## config.mk

```make
export PLATFORM = sky130hd
export DESIGN_NAME = cpu_top
export DESIGN_NICKNAME = d
export VERILOG_FILES = /design/src/source/cpu_pkg.sv /design/src/source/cpu_top.sv /design/src/source/memory_port.sv /design/src/source/fetch_unit.sv /design/src/source/alu.sv /design/src/source/register_file.sv /design/src/source/control_unit.sv
export SDC_FILE = /design/constraint.sdc
export NUM_CORES = 1
export LEC_CHECK = 0
export ABC_AREA = 1
export BUFFER_PORTS_ARGS = -buffer_cell sky130_fd_sc_hd__buf_2
export CAP_MARGIN = 0
export CORE_MARGIN = 5
export CORE_UTILIZATION = 55
export DETAILED_ROUTE_END_ITERATION = 8
export GPL_TIMING_DRIVEN = 1
export PLACE_DENSITY_LB_ADDON = 0.2
export SLEW_MARGIN = 20
export SYNTH_ARGS = -nofsm -noshare
export SYNTH_HDL_FRONTEND = slang
export SYNTH_SLANG_ARGS = --single-unit
```

## constraint.sdc

```tcl
create_clock -name clock -period 6.59 [get_ports clock]
set_input_delay 1.318 -clock clock [delete_from_list [all_inputs] [get_ports clock]]
set_output_delay 1.318 -clock clock [all_outputs]
set_load 0.1 [all_outputs]
```

## src/source/cpu_pkg.sv

```systemverilog
package cpu_pkg;

    localparam int word_w = 16;
    localparam int field_w = 6;
    localparam int reg_count = 4;

    typedef logic [word_w-1:0] word_t;
    typedef logic [1:0] reg_idx_t;

    typedef enum logic [3:0] {
        op_mov   = 4'd0,
        op_add   = 4'd1,
        op_addi  = 4'd2,
        op_sub   = 4'd3,
        op_subi  = 4'd4,
        op_not   = 4'd5,
        op_and   = 4'd6,
        op_or    = 4'd7,
        op_xor   = 4'd8,
        op_xnor  = 4'd9,
        op_movi  = 4'd10,
        op_load  = 4'd11,
        op_store = 4'd12
    } opcode_e;

    typedef enum logic [2:0] {
        alu_add  = 3'd0,
        alu_sub  = 3'd1,
        alu_not  = 3'd2,
        alu_and  = 3'd3,
        alu_or   = 3'd4,
        alu_xor  = 3'd5,
        alu_xnor = 3'd6
    } alu_op_e;

    // Register write source
    typedef enum logic [1:0] {
        wsel_alu = 2'd0,
        wsel_imm = 2'd1,
        wsel_reg = 2'd2,
        wsel_mem = 2'd3
    } wsel_e;

    typedef struct packed {
        opcode_e opcode;
        logic [field_w-1:0] param1;
        logic [field_w-1:0] param2;
    } instr_t;

    typedef enum logic [1:0] {
        st_fetch      = 2'd0,
        st_decode     = 2'd1,
        st_execute    = 2'd2,
        st_mem_access = 2'd3
    } state_e;

    typedef struct packed {
        logic reg_write;
        wsel_e write_sel;
        alu_op_e alu_op;
        logic alu_imm;
        logic mem_start;
        logic mem_write;
        logic pc_addr;    // Memory address from PC
        logic ir_load;
        logic pc_step;
    } ctrl_t;

    typedef struct packed {
        logic valid;
        logic write;
        word_t addr;
        word_t wdata;
    } mem_req_t;

    typedef struct packed {
        logic done;
        word_t rdata;
    } mem_rsp_t;

endpackage
```

## src/source/cpu_top.sv

```systemverilog
`timescale 1ns/1ns

module cpu_top (
    input logic clock,
    input logic reset,
    output cpu_pkg::mem_req_t mem_req,
    input cpu_pkg::mem_rsp_t mem_rsp
);
    import cpu_pkg::*;

    ctrl_t ctrl;
    instr_t instr;
    word_t pc;
    word_t rd_a;
    word_t rd_b;
    word_t alu_result;
    word_t wr_data;
    word_t read_data;
    word_t mem_addr;
    reg_idx_t wr_idx;
    logic mem_complete;

    control_unit u_control (
        .clock(clock),
        .reset(reset),
        .instr(instr),
        .mem_complete(mem_complete),
        .ctrl(ctrl)
    );

    fetch_unit u_fetch (
        .clock(clock),
        .reset(reset),
        .ir_load(ctrl.ir_load),
        .pc_step(ctrl.pc_step),
        .fetched(read_data),
        .pc(pc),
        .instr(instr)
    );

    // Load takes param2 as destination, all others param1
    assign wr_idx = (ctrl.write_sel == wsel_mem) ? instr.param2[1:0] : instr.param1[1:0];

    register_file u_regs (
        .clock(clock),
        .reset(reset),
        .rd_a_idx(instr.param1[1:0]),
        .rd_b_idx(instr.param2[1:0]),
        .wr_idx(wr_idx),
        .wr_en(ctrl.reg_write),
        .wr_data(wr_data),
        .rd_a(rd_a),
        .rd_b(rd_b)
    );

    alu u_alu (
        .op(ctrl.alu_op),
        .use_imm(ctrl.alu_imm),
        .a(rd_a),
        .b_reg(rd_b),
        .imm(instr.param2),
        .result(alu_result)
    );

    always_comb
    begin
        case (ctrl.write_sel)
            wsel_alu: wr_data = alu_result;
            wsel_imm: wr_data = {{(word_w-field_w){1'b0}}, instr.param2};
            wsel_reg: wr_data = rd_b;
            default: wr_data = read_data;
        endcase
    end

    // Store addresses through param2, load through param1
    assign mem_addr = ctrl.pc_addr ? pc : (ctrl.mem_write ? rd_b : rd_a);

    memory_port u_mem_port (
        .clock(clock),
        .reset(reset),
        .start(ctrl.mem_start),
        .write(ctrl.mem_write),
        .addr(mem_addr),
        .wdata(rd_a),
        .mem_req(mem_req),
        .mem_rsp(mem_rsp),
        .mem_complete(mem_complete),
        .read_data(read_data)
    );

endmodule

```

## src/source/memory_port.sv

```systemverilog
`timescale 1ns/1ns

module memory_port (
    input logic clock,
    input logic reset,
    input logic start,
    input logic write,
    input cpu_pkg::word_t addr,
    input cpu_pkg::word_t wdata,
    output cpu_pkg::mem_req_t mem_req,
    input cpu_pkg::mem_rsp_t mem_rsp,
    output logic mem_complete,
    output cpu_pkg::word_t read_data
);
    import cpu_pkg::*;

    logic req_valid;
    logic req_write;
    word_t mar;
    word_t mdr;

    always_ff @(posedge clock or posedge reset)
    begin
        if (reset)
        begin
            req_valid <= 1'b0;
            req_write <= 1'b0;
        end
        else if (start)
        begin
            req_valid <= 1'b1;
            req_write <= write;
        end
        else if (req_valid && mem_rsp.done)
        begin
            req_valid <= 1'b0;
        end
    end

    always_ff @(posedge clock)
    begin
        if (start)
        begin
            mar <= addr;
            mdr <= wdata;
        end
    end

    assign mem_req.valid = req_valid;
    assign mem_req.write = req_write;
    assign mem_req.addr = mar;
    assign mem_req.wdata = mdr;

    assign mem_complete = req_valid && mem_rsp.done;
    assign read_data = mem_rsp.rdata;    // Valid in the done cycle of a read

    // Request held steady while memory stalls
    assert property (@(posedge clock) disable iff (reset)
        mem_req.valid && !mem_rsp.done |=> mem_req.valid && $stable(mem_req.addr)
            && $stable(mem_req.write) && $stable(mem_req.wdata));

    assert property (@(posedge clock) disable iff (reset)
        mem_rsp.done |-> mem_req.valid);

endmodule

```

## src/source/fetch_unit.sv

```systemverilog
`timescale 1ns/1ns

module fetch_unit (
    input logic clock,
    input logic reset,
    input logic ir_load,
    input logic pc_step,
    input cpu_pkg::word_t fetched,
    output cpu_pkg::word_t pc,
    output cpu_pkg::instr_t instr
);
    import cpu_pkg::*;

    always_ff @(posedge clock or posedge reset)
    begin
        if (reset)
        begin
            pc <= '0;
        end
        else if (pc_step)
        begin
            pc <= pc + word_t'(1);    // Word addressed
        end
    end

    always_ff @(posedge clock or posedge reset)
    begin
        if (reset)
        begin
            instr <= '0;
        end
        else if (ir_load)
        begin
            instr <= instr_t'(fetched);
        end
    end

endmodule

```

## src/source/alu.sv

```systemverilog
`timescale 1ns/1ns

module alu (
    input cpu_pkg::alu_op_e op,
    input logic use_imm,
    input cpu_pkg::word_t a,
    input cpu_pkg::word_t b_reg,
    input logic [cpu_pkg::field_w-1:0] imm,
    output cpu_pkg::word_t result
);
    import cpu_pkg::*;

    word_t b;

    assign b = use_imm ? {{(word_w-field_w){1'b0}}, imm} : b_reg;    // Zero-extended immediate

    always_comb
    begin
        case (op)
            alu_add: result = a + b;
            alu_sub: result = a - b;
            alu_not: result = ~a;
            alu_and: result = a & b;
            alu_or: result = a | b;
            alu_xor: result = a ^ b;
            alu_xnor: result = ~(a ^ b);
            default: result = '0;
        endcase
    end

endmodule

```

## src/source/register_file.sv

```systemverilog
`timescale 1ns/1ns

module register_file (
    input logic clock,
    input logic reset,
    input cpu_pkg::reg_idx_t rd_a_idx,
    input cpu_pkg::reg_idx_t rd_b_idx,
    input cpu_pkg::reg_idx_t wr_idx,
    input logic wr_en,
    input cpu_pkg::word_t wr_data,
    output cpu_pkg::word_t rd_a,
    output cpu_pkg::word_t rd_b
);
    import cpu_pkg::*;

    word_t regs [reg_count];

    always_ff @(posedge clock or posedge reset)
    begin
        if (reset)
        begin
            for (int i = 0; i < reg_count; i++)
                regs[i] <= '0;
        end
        else if (wr_en)
        begin
            regs[wr_idx] <= wr_data;
        end
    end

    assign rd_a = regs[rd_a_idx];
    assign rd_b = regs[rd_b_idx];

endmodule

```

## src/source/control_unit.sv

```systemverilog
`timescale 1ns/1ns

module control_unit (
    input logic clock,
    input logic reset,
    input cpu_pkg::instr_t instr,
    input logic mem_complete,
    output cpu_pkg::ctrl_t ctrl
);
    import cpu_pkg::*;

    state_e state;
    state_e next_state;
    logic run;          // Low only until the first edge after reset
    logic busy;         // Access issued and not yet complete
    logic dec_write;
    wsel_e dec_wsel;
    alu_op_e dec_alu_op;
    logic dec_imm;
    logic in_op;

    always_ff @(posedge clock or posedge reset)
    begin
        if (reset)
        begin
            state <= st_fetch;
            run <= 1'b0;
            busy <= 1'b0;
        end
        else
        begin
            state <= next_state;
            run <= 1'b1;
            if (ctrl.mem_start)
                busy <= 1'b1;
            else if (mem_complete)
                busy <= 1'b0;
        end
    end

    always_comb
    begin
        next_state = state;
        case (state)
            st_fetch:
                if (mem_complete)
                    next_state = st_decode;
            st_decode:
                case (instr.opcode)
                    op_load, op_store: next_state = st_mem_access;
                    op_mov, op_movi, op_add, op_addi, op_sub, op_subi,
                    op_not, op_and, op_or, op_xor, op_xnor: next_state = st_execute;
                    default: next_state = st_fetch;    // Unknown opcode skipped
                endcase
            st_execute:
                next_state = st_fetch;
            st_mem_access:
                if (mem_complete)
                    next_state = st_fetch;
            default:
                next_state = st_fetch;
        endcase
    end

    // Opcode to datapath function
    always_comb
    begin
        dec_write = 1'b1;
        dec_wsel = wsel_alu;
        dec_alu_op = alu_add;
        dec_imm = 1'b0;
        case (instr.opcode)
            op_mov: dec_wsel = wsel_reg;
            op_movi: dec_wsel = wsel_imm;
            op_add: dec_alu_op = alu_add;
            op_addi:
            begin
                dec_alu_op = alu_add;
                dec_imm = 1'b1;
            end
            op_sub: dec_alu_op = alu_sub;
            op_subi:
            begin
                dec_alu_op = alu_sub;
                dec_imm = 1'b1;
            end
            op_not: dec_alu_op = alu_not;
            op_and: dec_alu_op = alu_and;
            op_or: dec_alu_op = alu_or;
            op_xor: dec_alu_op = alu_xor;
            op_xnor: dec_alu_op = alu_xnor;
            op_load: dec_wsel = wsel_mem;    // Written on completion only
            default: dec_write = 1'b0;
        endcase
    end

    assign in_op = (state == st_execute) || (state == st_mem_access);

    always_comb
    begin
        ctrl.reg_write = ((state == st_execute) && dec_write)
            || ((state == st_mem_access) && mem_complete && (instr.opcode == op_load));
        ctrl.write_sel = in_op ? dec_wsel : wsel_alu;
        ctrl.alu_op = in_op ? dec_alu_op : alu_add;
        ctrl.alu_imm = in_op && dec_imm;
        ctrl.mem_start = run && !busy && ((state == st_fetch) || (state == st_mem_access));
        ctrl.mem_write = (state == st_mem_access) && (instr.opcode == op_store);
        ctrl.pc_addr = run && (state == st_fetch);
        ctrl.ir_load = (state == st_fetch) && mem_complete;
        ctrl.pc_step = (state == st_fetch) && mem_complete;
    end

    // Waiting in fetch or mem_access allows no second request
    assert property (@(posedge clock) disable iff (reset)
        run && !mem_complete && ((state == st_fetch) || (state == st_mem_access))
            |=> !ctrl.mem_start);

    // Completions only answer an issued request
    assert property (@(posedge clock) disable iff (reset)
        mem_complete |-> busy);

endmodule

```

# Yosys cells after proc, flatten, opt, wreduce, memory -nomap -nowiden
# Memory sizes are Yosys's and may differ from the RTL's.
# Cells that the tools add are included.
# totals
register_bits	129
memories	1
latch_bits	0
ramBits	0
wordCells	106
mem_bits_ro	32
# classes
n_reduce_logical	24
bitwise	8
n_eq_ne	26
multipliers	0
div	0
order_cmp	4
n_addsub	3
shifts	0
n_mux	26
# mem_list
memory	words	width	read_ports	rd_clocked_by_memory_dff	wr	line_no	source
(name not given)	16	2	1	0	0	control_unit.sv:49	case (instr.opcode)
# ops
cell	n
$mux 16	8
$pmux 16 s7	1
$bmux 16 s2	2
$bwmux 64	1
$pmux 16 s3	1
$demux 16 s2	1
$not 16->16	2
$eq 4x4->1 const B	5
$pmux 3 s6	1
$add 16x1->16 const B	1
$add 16x16->16	1
$and 16x16->16	1
$eq 4x3->1 const B	4
$or 16x16->16	1
$sub 16x16->16	1
$xor 16x16->16	1
$reduce_or 12->1	1
$logic_and 1x1->1	11
$eq 3x3->1 const B	3
$ge 3x3->1 const B	3
$not 2->3	3
$eq 2x2->1 const B	4
$eq 4x2->1 const B	2
$mux 2	4
other kinds (18)	28

# Longest topological paths before layout
# depth
ltp_word	11
depth_mapped	32
ltp_nobuf	31

# Cells and area by module
# A second synthesis with hierarchy kept.
# hier_totals
hier_cells	1472
hier_area_um2	10347.4
# modules_own_cells
mod	seq_area_each_um2	cells_per_inst	n_inst	area_each_um2
register_file	1601.5	595	1	3983.8
alu	0.0	444	1	2561.2
fetch_unit	800.8	135	1	1432.6
memory_port	1011.0	62	1	1183.6
cpu_top	0.0	159	1	747.0
control_unit	100.1	77	1	439.2

# Worst setup path after synthesis
# Ideal clock, no wire load.
# synth_path
path_kind	flip-flop to flip-flop
from	reg u_control.state[0]
to	reg u_regs.regs[15] (netlist name)
synth_period_minus_slack_ns	3.575
path_stages_with_launch	29
path_slack_ns	3.015
arrival_ns	3.459
setup_ns	0.116
path_buffers	2
cell_sequence	dfrtp_1 inv_1 ha_1 inv_1 nand2_1 buf_2 inv_2 a21oi_2 inv_2 nand3_1 clkbuf_1 o21ai_0 xor2_1 ha_1 nand2_1 o21ai_0 nand2_1 nand3_1 nand2_1 nand3_1 nand2_1 nand3_1 nand3_1 nand3_1 nand2_1 nand2_1 nand3_2 nand2_1 nand2_1
# synth_between
elab_chain_len	11
# synth_rtl
element	line_no	source
from (decl)	control_unit.sv:12	state_e state;
from (signal assigned)	control_unit.sv:26	state <= st_fetch;
from (signal assigned)	control_unit.sv:32	state <= next_state;
branches (longest 11 deep; another with $sub 16x16->16)	-	
to (signal, indexed assignment)	register_file.sv:27	regs[wr_idx] <= wr_data;
to (decl)	register_file.sv:16	word_t regs [reg_count];
# Several ways; the timed one is not identified.
# A chain may end at the register's enable or synchronous reset.

# Worst setup path after layout
# layout_path
from	reg u_control.state[0]
to	reg u_regs.regs[27] (netlist name)
# Same word-level chain as after synthesis.

==> metrics <==
Via density 5.56; Layout area overhead 10.4%; die area 19,300 sq um; Placer Congestion 0.946; Post-DRT Antenna Nets 0; Startpoint Class flop; Critical Path Fanout Max 14; Arr. time, crit path 4.60 ns; DRT Wirelength 25,100 um; Die W 139 um; Final Util 0.614; CP most frequent cell nand2_1; setup bufs post-CTS 0; largest net degree at the start of global routing 71; Slew Limit Fails 0; Final period util 0.656; peak per-stage delay on the critical path 0.43 ns; synthesized instance count 1,256; Hold Path Class flop to flop; register area share after synthesis 0.370; f_max 0.231 GHz; share of cells above drive strength 1 0.120; CP Data Required Time 6.86 ns; Final Hold Vio Count 0; htree depth 4; total clock sinks 129; drt wl/cell 16.5 um; initial antenna violation count 0; routed vias 8,461; Synth cell types 49; Synth Cell Area 9150 sq um; RSZ-0062 raised after global routing false; worst-skew pair later-pin latency 0.42 ns; # resized after CTS 0; Detail Placement HPWL 18,200 um; Synth warnings 0; CTS Hold Bufs 0; worst-margin pin slew 1.03 ns; CP Class flop to flop; Rel. slew slack 0.314; CP endpoint kind flop; IO buf count 52; final setup vio count 0; status completed; Post-Synthesis Net Count 1,329; clock skew 0.00965 ns; FP Rows 47; Reg2Reg Setup Slack 2.26 ns; total gr overflow 0; Reg clk slew, reported paths 0.06 ns; Tmin final 4.33 ns; DR iter-0 viols 939; EDFF count, synth 32; Starting Density 0.556; Tot GR Track Use 0.258; total CTS buffers 17; chip height 139 um; most frequent cells in the layout 412 x nand2_1, 147 x inv_1, 97 x dfrtp_1; Pre-Repair DR Iteration Count 6; nets 1,363; diodes inserted 0; Mapped Avg Cell Area 7.29 sq um; CP max-delay cell nand3_1; CTS tree done; drc violations 0; first-pass GRT wire length 40,400 um; largest buffer count on any clock path 2; Max Cap Violations 0; post-synthesis register bit count 129; setup TNS 0 ns; Async SR Flop Fraction 0.752; vias in the first global route 7,930; Primary FF master, synth dfrtp_1; CTS root buf clkbuf_16; IO Pins 53; core footprint 16,500 sq um; commonest non-fill, non-tap cell in the layout nand2_1
## per-layer routing
| layer | GRT usage | share of wire |
|---|---|---|
| met5 | 0 | 0 |
| met4 | 0.0973 | 0.024 |
| met3 | 0.0576 | 0.084 |
| met2 | 0.407 | 0.45 |
| met1 | 0.349 | 0.44 |
## critical path, delay by kind of cell (launching register included)
kind	cells	cell delay, ns
compound gates	5	0.89
flops	1	0.41
xor+xnor	1	0.16
simple gates	11	1.66
buf+inv	6	0.52
fa+ha+maj	2	0.51
## flip-flops by register name, indices dropped and copies added (netlist names)
name                  count
u_control.busy            1
u_control.run             1
u_control.state           2
u_fetch.instr            12
u_fetch.pc               16
u_mem_port.mar           16
u_mem_port.mdr           16
u_mem_port.req_write      1
u_regs.regs              64
## cells by family (layout without fill, tap and decap cells)
family          Yosys count  in the layout  synth area share
compound gates          235            235             0.149
xor+xnor                 31             31            0.0297
fa+ha+maj                54             54            0.0746
buf+inv                 213            260            0.0981
flops                   129            129             0.370
mux                       1              1           0.00109
other cells               1              1          0.000410
simple gates            592            592             0.277
## layout make-up
cell class                 instances  area, sq um
multi-input combinational        914         4880
timing repair buffer              64          350
sequential                       129         3390
inverter                         164          618
clock buffer                      25          529
clock inverter                     7         67.6
fill                            1503         6360
tap                              220          275
## cells in the mapped netlist, types with 5 or more instances
library cell    n  area [sq um]
nor2_1         52           195
inv_2          16          60.1
nand2_4         5          56.3
buf_2          18          90.1
ha_1           53           663
o21ai_0        81           405
nand2_1       412          1550
nor3_1          7          35.0
inv_1         148           556
o211ai_1       12          90.1
nand2_2        14          87.6
nand3_2         5          50.1
edfxtp_1       32           961
o22ai_1         7          43.8
a31oi_1         6          37.5
nand4_1         6          37.5
nor2_4          9           101
a32oi_1        15           131
o31ai_1         5          37.5
xor2_1         30           263
a21oi_1        54           270
clkbuf_1       15          56.3
o21ai_1        37           185
nand3_1        74           370
dfrtp_1        97          2430
buf_4          10          75.1
## stage by stage
stage	cells	area [sq um]	hold slack, ns	setup slack [ns]
after floorplan	1256	9150	0.449	2.74
after global placement	1491	9510	0.463	2.43
after detailed placement	1491	9510	0.466	2.33
after CTS	1523	10100	0.482	2.30
after global routing	1523	10100	0.494	1.81
final	1523	10100	0.479	2.26
## path summary, 6_finish.rpt
check | start | end | depth (start not counted)
max in group asynchronous | reset | u_fetch.pc[8] | 3
worst min-delay path | u_mem_port.req_write | u_mem_port.req_write | 2
worst max-delay path | u_control.state[0] | u_regs.regs[27] | 25
worst min register to register | u_mem_port.req_write | u_mem_port.req_write | 2
worst max register to register | u_control.state[0] | u_regs.regs[27] | 25
min in group asynchronous | reset | u_regs.regs[33] | 2
Power is not shown: default switching activity piles up to over one toggle a cycle in this logic, so the estimate is an artifact.
